`src/rtl/mem_sys_pkg.sv`:
```
// Shared types and sizes for the memory subsystem
// Bus command and size encodings, error status codes
// Instruction cache geometry and memory tag count

package mem_sys_pkg;

    //////////////////////////////////////////////////////////////////////
    // Widths
    //////////////////////////////////////////////////////////////////////

    typedef logic [31:0] addr_t;        // Byte address
    typedef logic [31:0] fetch_word_t;  // One instruction
    typedef logic [63:0] mem_data_t;    // Bus word, also one cache line
    typedef logic [3:0]  mem_tag_t;     // Zero means no transaction

    //////////////////////////////////////////////////////////////////////
    // Encodings
    //////////////////////////////////////////////////////////////////////

    typedef enum logic [1:0] {
        BUS_NONE  = 2'h0,
        BUS_LOAD  = 2'h1,
        BUS_STORE = 2'h2
    } bus_cmd_e;

    typedef enum logic [1:0] {
        BYTE   = 2'h0,
        HALF   = 2'h1,
        WORD   = 2'h2,
        DOUBLE = 2'h3
    } mem_size_e;

    // Reported to the outside when the processor stops
    typedef enum logic [1:0] {
        NO_ERROR      = 2'h0,
        HALTED_ON_WFI = 2'h1,
        ILLEGAL_INST  = 2'h2
    } error_code_e;

    //////////////////////////////////////////////////////////////////////
    // Geometry
    //////////////////////////////////////////////////////////////////////

    localparam int ICACHE_LINES = 32;
    localparam int ICACHE_IDX_W = 5;
    localparam int ICACHE_TAG_W = 24;   // 32 - index - 3 offset bits
    localparam int NUM_MEM_TAGS = 15;   // Tags 1..15

endpackage

```
`src/rtl/mem_port_if.sv`:
```
// Memory port of one requester
// Command side driven by the requester, reply side by the arbiter

interface mem_port_if;
    import mem_sys_pkg::*;

    // Requester to arbiter
    bus_cmd_e  command;
    addr_t     addr;
    mem_data_t wdata;
    mem_size_e size;

    // Arbiter to requester
    mem_tag_t  response;    // Nonzero on accept
    mem_data_t rdata;
    mem_tag_t  rtag;
    logic      rvalid;      // Reply belongs to this port

    modport requester (
        output command, addr, wdata, size,
        input  response, rdata, rtag, rvalid
    );

    modport arbiter (
        input  command, addr, wdata, size,
        output response, rdata, rtag, rvalid
    );

endinterface

```
`src/rtl/icache.sv`:
```
// Direct-mapped instruction cache, 32 lines of 8 bytes
// Hit path is combinational, a miss fetches the whole line
// A flush drops any pending fill

module icache (
    input  logic                     clock,
    input  logic                     rst_n,
    input  mem_sys_pkg::addr_t       proc2icache_addr,
    input  logic                     commit_mis_pred,
    output mem_sys_pkg::fetch_word_t icache2proc_data,
    output logic                     icache2proc_valid,
    mem_port_if.requester            mem
);
    import mem_sys_pkg::*;

    typedef enum logic [1:0] {IC_IDLE, IC_REQ, IC_WAIT} ic_state_e;

    mem_data_t               line_data [ICACHE_LINES];
    logic [ICACHE_TAG_W-1:0] line_tag  [ICACHE_LINES];
    logic [ICACHE_LINES-1:0] line_valid;

    ic_state_e state;
    ic_state_e state_nxt;
    mem_tag_t  pend_tag;        // Tag of the fill in flight
    addr_t     miss_addr;       // Line-aligned miss address
    logic      fetch_en;        // Low in the reset cycle

    logic [ICACHE_IDX_W-1:0] fetch_idx;
    logic [ICACHE_IDX_W-1:0] pend_idx;
    logic [ICACHE_TAG_W-1:0] fetch_tag;
    logic [ICACHE_TAG_W-1:0] pend_line_tag;
    mem_data_t               hit_line;
    logic                    hit;
    logic                    miss;
    logic                    accepted;
    logic                    fill;

    assign fetch_idx     = proc2icache_addr[ICACHE_IDX_W+2:3];
    assign fetch_tag     = proc2icache_addr[31:ICACHE_IDX_W+3];
    assign pend_idx      = miss_addr[ICACHE_IDX_W+2:3];
    assign pend_line_tag = miss_addr[31:ICACHE_IDX_W+3];

    // Lookup
    assign hit      = line_valid[fetch_idx] && (line_tag[fetch_idx] == fetch_tag);
    assign hit_line = line_data[fetch_idx];

    assign icache2proc_valid = hit;
    assign icache2proc_data  = proc2icache_addr[2] ? hit_line[63:32] : hit_line[31:0];

    assign miss     = fetch_en && !hit;
    assign accepted = (mem.response != '0);
    assign fill     = (state == IC_WAIT) && mem.rvalid && (mem.rtag == pend_tag);

    // Bus request
    always_comb begin
        mem.command = BUS_NONE;
        mem.addr    = miss_addr;
        case (state)
            IC_IDLE: begin
                if (miss) begin
                    mem.command = BUS_LOAD;  // Same cycle as the miss
                    mem.addr    = {proc2icache_addr[31:3], 3'b000};
                end
            end
            IC_REQ:  mem.command = BUS_LOAD;
            default: mem.command = BUS_NONE;
        endcase
    end

    assign mem.wdata = '0;
    assign mem.size  = DOUBLE;

    always_comb begin
        state_nxt = state;
        case (state)
            IC_IDLE: if (miss) state_nxt = accepted ? IC_WAIT : IC_REQ;
            IC_REQ:  if (accepted) state_nxt = IC_WAIT;
            IC_WAIT: if (fill) state_nxt = IC_IDLE;
            default: state_nxt = IC_IDLE;
        endcase
        if (commit_mis_pred)
            state_nxt = IC_IDLE;   // Abandon the fill, its reply no longer matches
    end

    always_ff @(posedge clock) begin
        if (!rst_n) begin
            state      <= IC_IDLE;
            line_valid <= '0;
            fetch_en   <= 1'b0;
        end else begin
            state    <= state_nxt;
            fetch_en <= 1'b1;
            if (fill)
                line_valid[pend_idx] <= 1'b1;
        end
    end

    // Line storage and miss bookkeeping
    always_ff @(posedge clock) begin
        if (state == IC_IDLE && miss)
            miss_addr <= {proc2icache_addr[31:3], 3'b000};
        if (accepted && state != IC_WAIT)
            pend_tag <= mem.response;
        if (fill) begin
            line_data[pend_idx] <= mem.rdata;
            line_tag[pend_idx]  <= pend_line_tag;
        end
    end

endmodule

```
`src/rtl/data_port.sv`:
```
// Uncached load/store port, one access in flight
// Registers the request, holds it on the bus until accepted,
// then waits for the load reply

module data_port (
    input  logic                   clock,
    input  logic                   rst_n,
    input  logic                   dreq_valid,
    input  logic                   dreq_store,
    input  mem_sys_pkg::addr_t     dreq_addr,
    input  mem_sys_pkg::mem_data_t dreq_wdata,
    input  mem_sys_pkg::mem_size_e dreq_size,
    output logic                   dreq_ready,
    output mem_sys_pkg::mem_data_t load_data,
    output logic                   load_valid,
    mem_port_if.requester          mem
);
    import mem_sys_pkg::*;

    typedef enum logic [1:0] {DP_IDLE, DP_ISSUE, DP_WAIT} dp_state_e;

    dp_state_e state;

    // Captured request
    logic      req_store;
    addr_t     req_addr;
    mem_data_t req_wdata;
    mem_size_e req_size;
    mem_tag_t  pend_tag;

    logic accepted;
    logic reply;

    assign dreq_ready = (state == DP_IDLE);
    assign accepted   = (state == DP_ISSUE) && (mem.response != '0);
    assign reply      = (state == DP_WAIT) && mem.rvalid && (mem.rtag == pend_tag);

    assign mem.command = (state == DP_ISSUE) ? (req_store ? BUS_STORE : BUS_LOAD) : BUS_NONE;
    assign mem.addr    = req_addr;
    assign mem.wdata   = req_wdata;
    assign mem.size    = req_size;

    always_ff @(posedge clock) begin
        if (!rst_n) begin
            state      <= DP_IDLE;
            load_valid <= 1'b0;
        end else begin
            load_valid <= reply;   // One cycle after the reply
            case (state)
                DP_IDLE:  if (dreq_valid) state <= DP_ISSUE;
                DP_ISSUE: begin
                    if (accepted)
                        state <= req_store ? DP_IDLE : DP_WAIT;  // Stores end on accept
                end
                DP_WAIT:  if (reply) state <= DP_IDLE;
                default:  state <= DP_IDLE;
            endcase
        end
    end

    always_ff @(posedge clock) begin
        if (dreq_valid && dreq_ready) begin
            req_store <= dreq_store;
            req_addr  <= dreq_addr;
            req_wdata <= dreq_wdata;
            req_size  <= dreq_size;
        end
        if (accepted)
            pend_tag <= mem.response;
        if (reply)
            load_data <= mem.rdata;
    end

endmodule

```
`src/rtl/cache_arbiter.sv`:
```
// Two-requester memory bus arbiter, data port has priority
// Owner table maps each accepted load tag to its requester
// so that replies are steered to the right port

module cache_arbiter (
    input  logic                   clock,
    input  logic                   rst_n,
    mem_port_if.arbiter            i_mem,
    mem_port_if.arbiter            d_mem,
    input  mem_sys_pkg::mem_tag_t  mem2cache_response,
    input  mem_sys_pkg::mem_data_t mem2cache_data,
    input  mem_sys_pkg::mem_tag_t  mem2cache_tag,
    output mem_sys_pkg::bus_cmd_e  cache2mem_command,
    output mem_sys_pkg::addr_t     cache2mem_addr,
    output mem_sys_pkg::mem_data_t cache2mem_data,
    output mem_sys_pkg::mem_size_e cache2mem_size
);
    import mem_sys_pkg::*;

    logic d_sel;
    logic i_sel;

    logic [NUM_MEM_TAGS-1:0] owner_valid;
    logic [NUM_MEM_TAGS-1:0] owner_is_d;   // 1 for data port, 0 for icache

    mem_tag_t acc_idx;
    mem_tag_t rep_idx;
    logic     load_accept;
    logic     reply_hit;

    //////////////////////////////////////////////////////////////////////
    // Command path
    //////////////////////////////////////////////////////////////////////

    assign d_sel = (d_mem.command != BUS_NONE);
    assign i_sel = !d_sel && (i_mem.command != BUS_NONE);

    assign cache2mem_command = d_sel ? d_mem.command : i_mem.command;
    assign cache2mem_addr    = d_sel ? d_mem.addr    : i_mem.addr;
    assign cache2mem_data    = d_sel ? d_mem.wdata   : i_mem.wdata;
    assign cache2mem_size    = d_sel ? d_mem.size    : i_mem.size;  // Icache asks for full lines

    // Loser sees a zero response and retries
    assign d_mem.response = d_sel ? mem2cache_response : '0;
    assign i_mem.response = i_sel ? mem2cache_response : '0;

    //////////////////////////////////////////////////////////////////////
    // Reply routing
    //////////////////////////////////////////////////////////////////////

    assign acc_idx     = mem2cache_response - 4'd1;
    assign rep_idx     = mem2cache_tag - 4'd1;
    assign load_accept = (cache2mem_command == BUS_LOAD) && (mem2cache_response != '0);
    assign reply_hit   = (mem2cache_tag != '0) && owner_valid[rep_idx];

    assign d_mem.rvalid = reply_hit && owner_is_d[rep_idx];
    assign i_mem.rvalid = reply_hit && !owner_is_d[rep_idx];

    assign d_mem.rdata = mem2cache_data;
    assign i_mem.rdata = mem2cache_data;
    assign d_mem.rtag  = mem2cache_tag;
    assign i_mem.rtag  = mem2cache_tag;

    always_ff @(posedge clock) begin
        if (!rst_n) begin
            owner_valid <= '0;
        end else begin
            if (reply_hit)
                owner_valid[rep_idx] <= 1'b0;
            if (load_accept)
                owner_valid[acc_idx] <= 1'b1;  // A reused tag wins over the free
        end
    end

    always_ff @(posedge clock) begin
        if (load_accept)
            owner_is_d[acc_idx] <= d_sel;
    end

endmodule

```
`src/rtl/mem_sys_top.sv`:
```
// Memory side of the processor
// Icache and data port share the main memory bus through the arbiter
// Also decodes the processor error status

module mem_sys_top (
    input  logic                     clock,
    input  logic                     rst_n,

    // Fetch side
    input  mem_sys_pkg::addr_t       proc2icache_addr,
    input  logic                     commit_mis_pred,
    output mem_sys_pkg::fetch_word_t icache2proc_data,
    output logic                     icache2proc_valid,

    // Data side
    input  logic                     dreq_valid,
    input  logic                     dreq_store,
    input  mem_sys_pkg::addr_t       dreq_addr,
    input  mem_sys_pkg::mem_data_t   dreq_wdata,
    input  mem_sys_pkg::mem_size_e   dreq_size,
    output logic                     dreq_ready,
    output mem_sys_pkg::mem_data_t   load_data,
    output logic                     load_valid,

    // Main memory
    input  mem_sys_pkg::mem_tag_t    mem2cache_response,
    input  mem_sys_pkg::mem_data_t   mem2cache_data,
    input  mem_sys_pkg::mem_tag_t    mem2cache_tag,
    output mem_sys_pkg::bus_cmd_e    cache2mem_command,
    output mem_sys_pkg::addr_t       cache2mem_addr,
    output mem_sys_pkg::mem_data_t   cache2mem_data,
    output mem_sys_pkg::mem_size_e   cache2mem_size,

    // Status
    input  logic                     commit_halt,
    input  logic                     commit_illegal,
    output mem_sys_pkg::error_code_e processor_error_status
);
    import mem_sys_pkg::*;

    mem_port_if i_port ();
    mem_port_if d_port ();

    // Illegal beats halt
    assign processor_error_status = commit_illegal ? ILLEGAL_INST  :
                                    commit_halt    ? HALTED_ON_WFI :
                                                     NO_ERROR;

    //////////////////////////////////////////////////////////////////////
    // Requesters
    //////////////////////////////////////////////////////////////////////

    icache icache_0 (
        .clock             (clock),
        .rst_n             (rst_n),
        .proc2icache_addr  (proc2icache_addr),
        .commit_mis_pred   (commit_mis_pred),
        .icache2proc_data  (icache2proc_data),
        .icache2proc_valid (icache2proc_valid),
        .mem               (i_port)
    );

    data_port data_port_0 (
        .clock      (clock),
        .rst_n      (rst_n),
        .dreq_valid (dreq_valid),
        .dreq_store (dreq_store),
        .dreq_addr  (dreq_addr),
        .dreq_wdata (dreq_wdata),
        .dreq_size  (dreq_size),
        .dreq_ready (dreq_ready),
        .load_data  (load_data),
        .load_valid (load_valid),
        .mem        (d_port)
    );

    //////////////////////////////////////////////////////////////////////
    // Bus arbiter
    //////////////////////////////////////////////////////////////////////

    cache_arbiter cache_arbiter_0 (
        .clock              (clock),
        .rst_n              (rst_n),
        .i_mem              (i_port),
        .d_mem              (d_port),
        .mem2cache_response (mem2cache_response),
        .mem2cache_data     (mem2cache_data),
        .mem2cache_tag      (mem2cache_tag),
        .cache2mem_command  (cache2mem_command),
        .cache2mem_addr     (cache2mem_addr),
        .cache2mem_data     (cache2mem_data),
        .cache2mem_size     (cache2mem_size)
    );

endmodule

```
`config.mk`:
```
export PLATFORM = sky130hd
export DESIGN_NAME = mem_sys_top
export DESIGN_NICKNAME = d
export VERILOG_FILES = /design/src/rtl/mem_sys_pkg.sv /design/src/rtl/mem_port_if.sv /design/src/rtl/icache.sv /design/src/rtl/data_port.sv /design/src/rtl/cache_arbiter.sv /design/src/rtl/mem_sys_top.sv
export SDC_FILE = /design/constraint.sdc
export NUM_CORES = 2
export LEC_CHECK = 0
export ABC_CLOCK_PERIOD_IN_PS = 8800
export BUFFER_PORTS_ARGS = -buffer_cell sky130_fd_sc_hd__buf_4
export CAP_MARGIN = 20
export CELL_PAD_IN_SITES_DETAIL_PLACEMENT = 1
export CELL_PAD_IN_SITES_GLOBAL_PLACEMENT = 2
export CORE_ASPECT_RATIO = 2
export CORE_MARGIN = 3
export CORE_UTILIZATION = 45
export CTS_CLUSTER_DIAMETER = 50
export CTS_CLUSTER_SIZE = 24
export DETAILED_ROUTE_END_ITERATION = 16
export PLACE_DENSITY_LB_ADDON = 0.1
export SLEW_MARGIN = 25
export SYNTH_ARGS = -nofsm -noshare
export SYNTH_HDL_FRONTEND = slang
export SYNTH_SLANG_ARGS = --single-unit
```
`constraint.sdc`:
```
create_clock -name clock -period 8.8 [get_ports clock]
set_input_delay 1.76 -clock clock [delete_from_list [all_inputs] [get_ports clock]]
set_output_delay 1.76 -clock clock [all_outputs]
set_load 0.01 [all_outputs]
```
Word-level counts from Yosys, hierarchy flattened

Memory sizes are Yosys's and may differ from the RTL's.
Index checks and enable logic that the tools add are counted.

$add $sub $neg: 2
$mul: 0
Divide/modulo/power cells: 0
Magnitude comparators: 7
Equality and inequality tests: 15
Shift-type cells: 0
Multiplexer cells: 44
Bitwise gates (word level): 5
Reductions and logical operators: 32

Operators by type and width:

| operator            | number |
|---|---|
| $mux 32             | 4 |
| $mux 64             | 1 |
| $mux 15             | 3 |
| $or 32x32->32       | 1 |
| $mux 2              | 13 |
| $eq 24x24->1        | 1 |
| $logic_and 1x1->1   | 18 |
| $reduce_bool 4->1   | 4 |
| $and 15x15->15      | 1 |
| $bwmux 15           | 1 |
| $not 15->15         | 1 |
| $or 15x15->15       | 1 |
| $lt 5x6->1 const B  | 2 |
| $pmux 2 s3          | 2 |
| $mux 1              | 11 |
| $lt 4x5->1 const B  | 2 |
| $ne 2x1->1 const B  | 5 |
| $bmux 1 s4          | 2 |
| $demux 1 s4         | 2 |
| $eq 4x4->1          | 2 |
| $ge 4x1->1 const B  | 2 |
| $mux 4              | 2 |
| $sub 4x1->4 const B | 2 |
| $eq 2x1->1 const B  | 3 |
| other kinds (12)    | 19 |

Bits in registers: 268
Latch bits: 0
RAM bits: 2816
ROM bits: 0
Output and inout port bits: 201
Memories: 2

Memory list:

| memory             | words | width | rd ports | clocked after memory_dff | write ports | RTL line     | source |
|---|---|---|---|---|---|---|---|
| icache_0.line_data | 32    | 64    | 1        | 0                        | 1           | icache.sv:18 | `mem_data_t line_data [ICACHE_LINES];` |
| icache_0.line_tag  | 32    | 24    | 1        | 0                        | 1           | icache.sv:19 | `logic [ICACHE_TAG_W-1:0] line_tag [ICACHE_LINES];` |

Logic depth before layout (Yosys ltp)

Depth in word-level cells: 14
Depth in mapped cells: 18

By module

Synthesis repeated with hierarchy kept, for this count alone.

Cell total of the unflattened synthesis: 5245
Area total of the unflattened synthesis: 120250.3 um^2

Modules (own cells, without submodules):

| module        | instances | cells each | area an instance (um^2) | seq. area each (um^2) |
|---|---|---|---|---|
| icache        | 1         | 4621       | 110901.4                | 86252.7 |
| data_port     | 1         | 192        | 5242.5                  | 5074.9 |
| cache_arbiter | 1         | 430        | 4085.2                  | 750.7 |
| mem_sys_top   | 1         | 2          | 21.3                    | 0.0 |

Least setup slack after synthesis

OpenSTA, ideal clock, no wires.

Path kind: input to register
Start: in mem2cache_tag[0]
End: mem icache_0.line_data[19][0] in the netlist's numbering (enable)
Library setup time: 537 ps
Arrival: 8158 ps
Data required time: 8263 ps
Setup slack: 105 ps
Stages on the path: 14
Path through: buf_1 inv_1 ha_1 clkbuf_1 mux2_2 nand2_1 a21oi_1 a211oi_1 a31oi_1 o31a_1 and3b_1 clkbuf_1 nand4b_1 nor2_1

Word-level cells in the longest chain between the ends: 9
Elaborated cells between the ends (all ways): 14
Classes of those cells: 1 x add/sub; 1 x eq/ne; 6 x mux; 6 x reduce/logical

Ends and longest elaborated chain:

| element                                                     | RTL line                                 | source |
|---|---|---|
| from (decl)                                                 | mem_sys_top.sv:28                        | `input mem_sys_pkg::mem_tag_t mem2cache_tag,` |
| $sub 4x1->4                                                 | cache_arbiter.sv:52                      | `assign rep_idx = mem2cache_tag - 4'd1;` |
| $bmux 1 s4, on equally long branches                        | cache_arbiter.sv:54, cache_arbiter.sv:57 |  |
| $mux 1, on equally long branches                            | cache_arbiter.sv:54, cache_arbiter.sv:57 |  |
| $logic_and 1x1->1 / $logic_not 1->1 (equally long branches) | cache_arbiter.sv:54, cache_arbiter.sv:57 |  |
| $logic_and 1x1->1                                           | cache_arbiter.sv:57                      | `assign i_mem.rvalid = reply_hit && !owner_is_d[rep_idx];` |
| $logic_and 1x1->1                                           | icache.sv:52                             | `assign fill = (state == IC_WAIT) && mem.rvalid && (mem.rtag == pend_tag);` |
| $logic_and 1x1->1 *                                         | icache.sv:52                             |  |
| $mux 1 *                                                    | icache.sv:104                            | `if (fill) begin` |
| $mux 1 (implied by the code) *                              | icache.sv:105                            | `line_data[pend_idx] <= mem.rdata;` |
| to (decl)                                                   | icache.sv:18                             |  |

Every way passes the cells marked *; elsewhere a longest branch is shown, timed or not. The select of a mux whose other input is x is not followed.

Final worst setup path

Start: in proc2icache_addr[3]
End: out cache2mem_addr[11]

Word-level cells in the longest chain between the ends: 8
Elaborated cells between the ends (all ways): 10
Classes of those cells: 1 x eq/ne; 5 x mux; 3 x reduce/logical; 1 x memory

Ends and longest elaborated chain:

| element                                            | RTL line            | source |
|---|---|---|
| from (decl)                                        | mem_sys_top.sv:10   | `input mem_sys_pkg::addr_t proc2icache_addr,` |
| $mem_v2 32x24 / $bmux 1 s5 (equally long branches) | -                   |  |
| $eq 24x24->1 / $mux 1 (equally long branches)      | icache.sv:44        | `assign hit = line_valid[fetch_idx] && (line_tag[fetch_idx] == fetch_tag);` |
| $logic_and 1x1->1 *                                | icache.sv:44        |  |
| $logic_not 1->1 *                                  | icache.sv:50        | `assign miss = fetch_en && !hit;` |
| $logic_and 1x1->1 *                                | icache.sv:50        |  |
| $mux 32 *                                          | icache.sv:60        | `if (miss) begin` |
| $mux 32 *                                          | icache.sv:58        | `case (state)` |
| $mux 32 *                                          | cache_arbiter.sv:39 | `assign cache2mem_addr = d_sel ? d_mem.addr : i_mem.addr;` |
| to (decl)                                          | mem_sys_top.sv:30   | `output mem_sys_pkg::addr_t cache2mem_addr,` |

Marked as above.

==> results.cfg <==
[synthesis]
yosys.area_share.simple = 0.0179
ys_seq_area_frac = 0.779
synth_compound_area_frac = 0.0153
synth_ff_type = edfxtp_1
synth_fa_ha_area_frac = 0.000423
synth_top_area_share = 0.770
synthMuxAreaShare = 0.172
ys_async_sr_fraction = 0
synth_cell_types = 84
syn_area_sq_um = 118000
ys_ff_latch = 3084
synth.avg_cell_area_sq_um = 23.3
synth_xor_area_frac = 0.00267
ys_warn_count = 0
postSynthCellCount = 5075
synth_area_leader_cell = edfxtp_1
synth_top_family_by_area = multiplexers
synth_area_leaders = edfxtp_1 (77%), mux4_2 (15%), mux2i_1 (1.5%), dfxtp_1 (0.90%), and2_1 (0.47%)
synth_enable_flop_cells = 3031
synth_nets = 5288

[route]
routed_via_density = 6.09
wl_microns = 334000
wl_met3_microns = 15700
m1WireLength_microns = 130000
route.detailed.drc = 0
met2_length_microns = 179000
ant_nets = 0
top_layer = met5
first_pass_iters = 5
drt_iter0_markers = 5205
post_drt_wl_per_cell_microns = 36.4
vias = 55900

[worst_setup_path]
crit_fanout = 64
startpoint_type = input pin
path_class = in2out
arrival_ns = 6.46
cp.required_ns = 7.04
worst-r2r-setup-slack_ns = 4.44
critPathCaptureType = output port

[cells_and_area]
fillers = 22600
seqCellArea_sq_um = 92100
finalNonFillerCells = 9177
area_delta_synth_final_pct = 12.2
layout-drive-gt1-share = 0.311
multi_input_area_sq_um = 24900
layout.nets = 5803

[clocking]
root_buffer = clkbuf_16
clk_path_buf_depth = 4
cts_tree = built
cts_resized = 0
ctsHoldBuffers = 0
cts_buffers = 181
clock-sinks = 3084
postCtsSetupBuffers = 0
insertion_delay_ns = 0.87
htree_levels = 4
clk_pin_slew_ns = 0.09

[floorplanning]
die_w_microns = 368
core_sq_um = 261000
die-area_sq_um = 269000
start_util = 0.453
die-height_microns = 731
rows = 265
io_pins = 410

[global_routing]
grt_pass1_wl_microns = 468000
antenna_found_initial = 9
first_global_vias = 59600
overflow = 0
track_usage = 0.248
grt_max_degree = 115

[timing]
rsz0062_at_grt = false
max_slew_margin = 0.289
fin_tns_setup_ns = 0
min_period_ns = 8.22
max_freq_ghz = 0.122
finalHoldViolCount = 0
worst_pin_slew_ns = 1.06
drv_slew = 0
whs_ns = 0.477
period_share = 0.934
setup_viol = 0
skew_ns = 0.0379

[placement]
place_inst = 8859
dp_hpwl_microns = 180000
gp_routability_congestion = 0.778
port_buffers = 407

[job]
drv_cap = 0

[outcome]
status = finished clean

[power_and_ir_drop]
p_comb_frac = 0.063
p_sw_mw = 6.08
p_seq_frac = 0.597
p_sw_frac = 0.223
power_density_nw_per_um2 = 205
p_leak_nw = 41.6
ir_worst_vdd_uv = 208
clock_power_share = 0.340
p_int_mw = 21.1

[hold_path]
hold_class = reg2reg
-- power groups by stage --
| stage | Clock (mW) | Combinational, mW | Sequential, mW |
|---|---|---|---|
| 2_1_floorplan | 0 | 0.929 | 16.6 |
| 3_3_place_gp | 0 | 1.66 | 16.6 |
| 3_5_place_dp | 0 | 1.69 | 16.6 |
| 4_1_cts | 9.50 | 1.70 | 16.3 |
| 5_1_grt | 9.96 | 1.82 | 16.3 |
| 6_report | 9.24 | 1.70 | 16.2 |
-- cells in the final DEF (no fill, tap or decap), drive strengths merged, types with 9 or more instances in the layout --
cell      synthesis  routed
nor2b            13      13
mux2             24      24
inv              18      59
nand2b           18      18
edfxtp         3031    3031
clkinv            0      39
nand3            67      67
a31oi            10      10
o31ai            18      18
a21oi            14      14
xor2             20      20
xnor2            16      16
buf             144     605
a22oi            54      54
nor3             18      18
mux4            812     812
mux2i           176     176
clkbuf          129     198
nor4             11      11
dfxtp            53      53
o21ai            47      47
nand4             9       9
nand2            86      86
o21a             32      32
and2             89      89
clkinvlp          0       9
nor2             58      58
-- cell families after synthesis --
group	after synthesis
and+or+nand+nor	403
AOI/OAI and AO/OA	245
muxes	1012
buffers and inverters	291
DFF	3084
adders and majority gates	4
xor gates and xnor gates	36
-- state kept, by name, summed over array words and instances, names as in the netlist --
name	flops
cache_arbiter_0.owner_is_d	15
cache_arbiter_0.owner_valid	15
data_port_0.load_data	64
data_port_0.load_valid	1
data_port_0.mem.addr	32
data_port_0.mem.size	2
data_port_0.mem.wdata	64
data_port_0.pend_tag	4
data_port_0.req_store	1
data_port_0.state	2
icache_0.fetch_en	1
icache_0.line_data	2048
icache_0.line_tag	768
icache_0.line_valid	32
icache_0.miss_addr	29
icache_0.pend_tag	4
icache_0.state	2
-- through the flow --
step           cell area (sq um)  worst slack [ns]   util  total power [mW]
4_1_cts                   132000             0.367  0.507              27.5
2_1_floorplan             118000             0.105      -              17.5
5_1_grt                   133000             0.410  0.508              28.0
6_report                  133000             0.583  0.508              27.2
3_3_place_gp              127000             0.455  0.485              18.3
3_5_place_dp              127000             0.362  0.485              18.3
-- final timing paths --
| path | startpoint | to | depth (start not counted) |
|---|---|---|---|
| worst max-delay path | proc2icache_addr[3] | cache2mem_addr[11] | 15 |
| worst min-delay path | icache_0.line_valid[2] | icache_0.line_valid[2] | 1 |
| worst max register to register | cache_arbiter_0.owner_is_d[7] | icache_0.line_data[29][25] | 7 |
| worst min register to register | icache_0.line_valid[2] | icache_0.line_valid[2] | 1 |
-- synthesized netlist by cell type (all sizes together), types with 47 or more instances --
library cell	count
edfxtp	3031
mux4	812
mux2i	176
buf	144
clkbuf	129
and2	89
nand2	86
nand3	67
nor2	58
a22oi	54
dfxtp	53
o21ai	47
-- routing by layer --
layer  global-route usage  vias up
li1                     -    22500
met1                0.318    31300
met2                0.451     1697
met3               0.0248      411
met4               0.0669        6
met5                    0        -
-- final cells by class --
cell class,instances,share of cell area
Clock inverter,97,0.00814
Inverter,18,0.000528
Multi-Input combinational cell,1700,0.187
Antenna cell,4,0.0000755
Tap cell,3471,0.0327
Timing Repair Buffer,605,0.0417
Clock buffer,198,0.0351
Sequential cell,3084,0.694
-- worst max-delay path, stage by stage --
cell and delay (ns):
buf_8 0.55, buf_4 0.32, mux2i_1 0.09, a221oi_1 0.68
o31ai_1 0.16, a211o_1 0.26, o22ai_1 0.53, buf_4 0.28
nand3_1 0.32, nor3_2 0.33, a2111o_2 0.21, buf_12 0.26
mux2i_1 0.25, o21ai_1 0.14, buf_4 0.21
(Power assumes the default switching activity.)
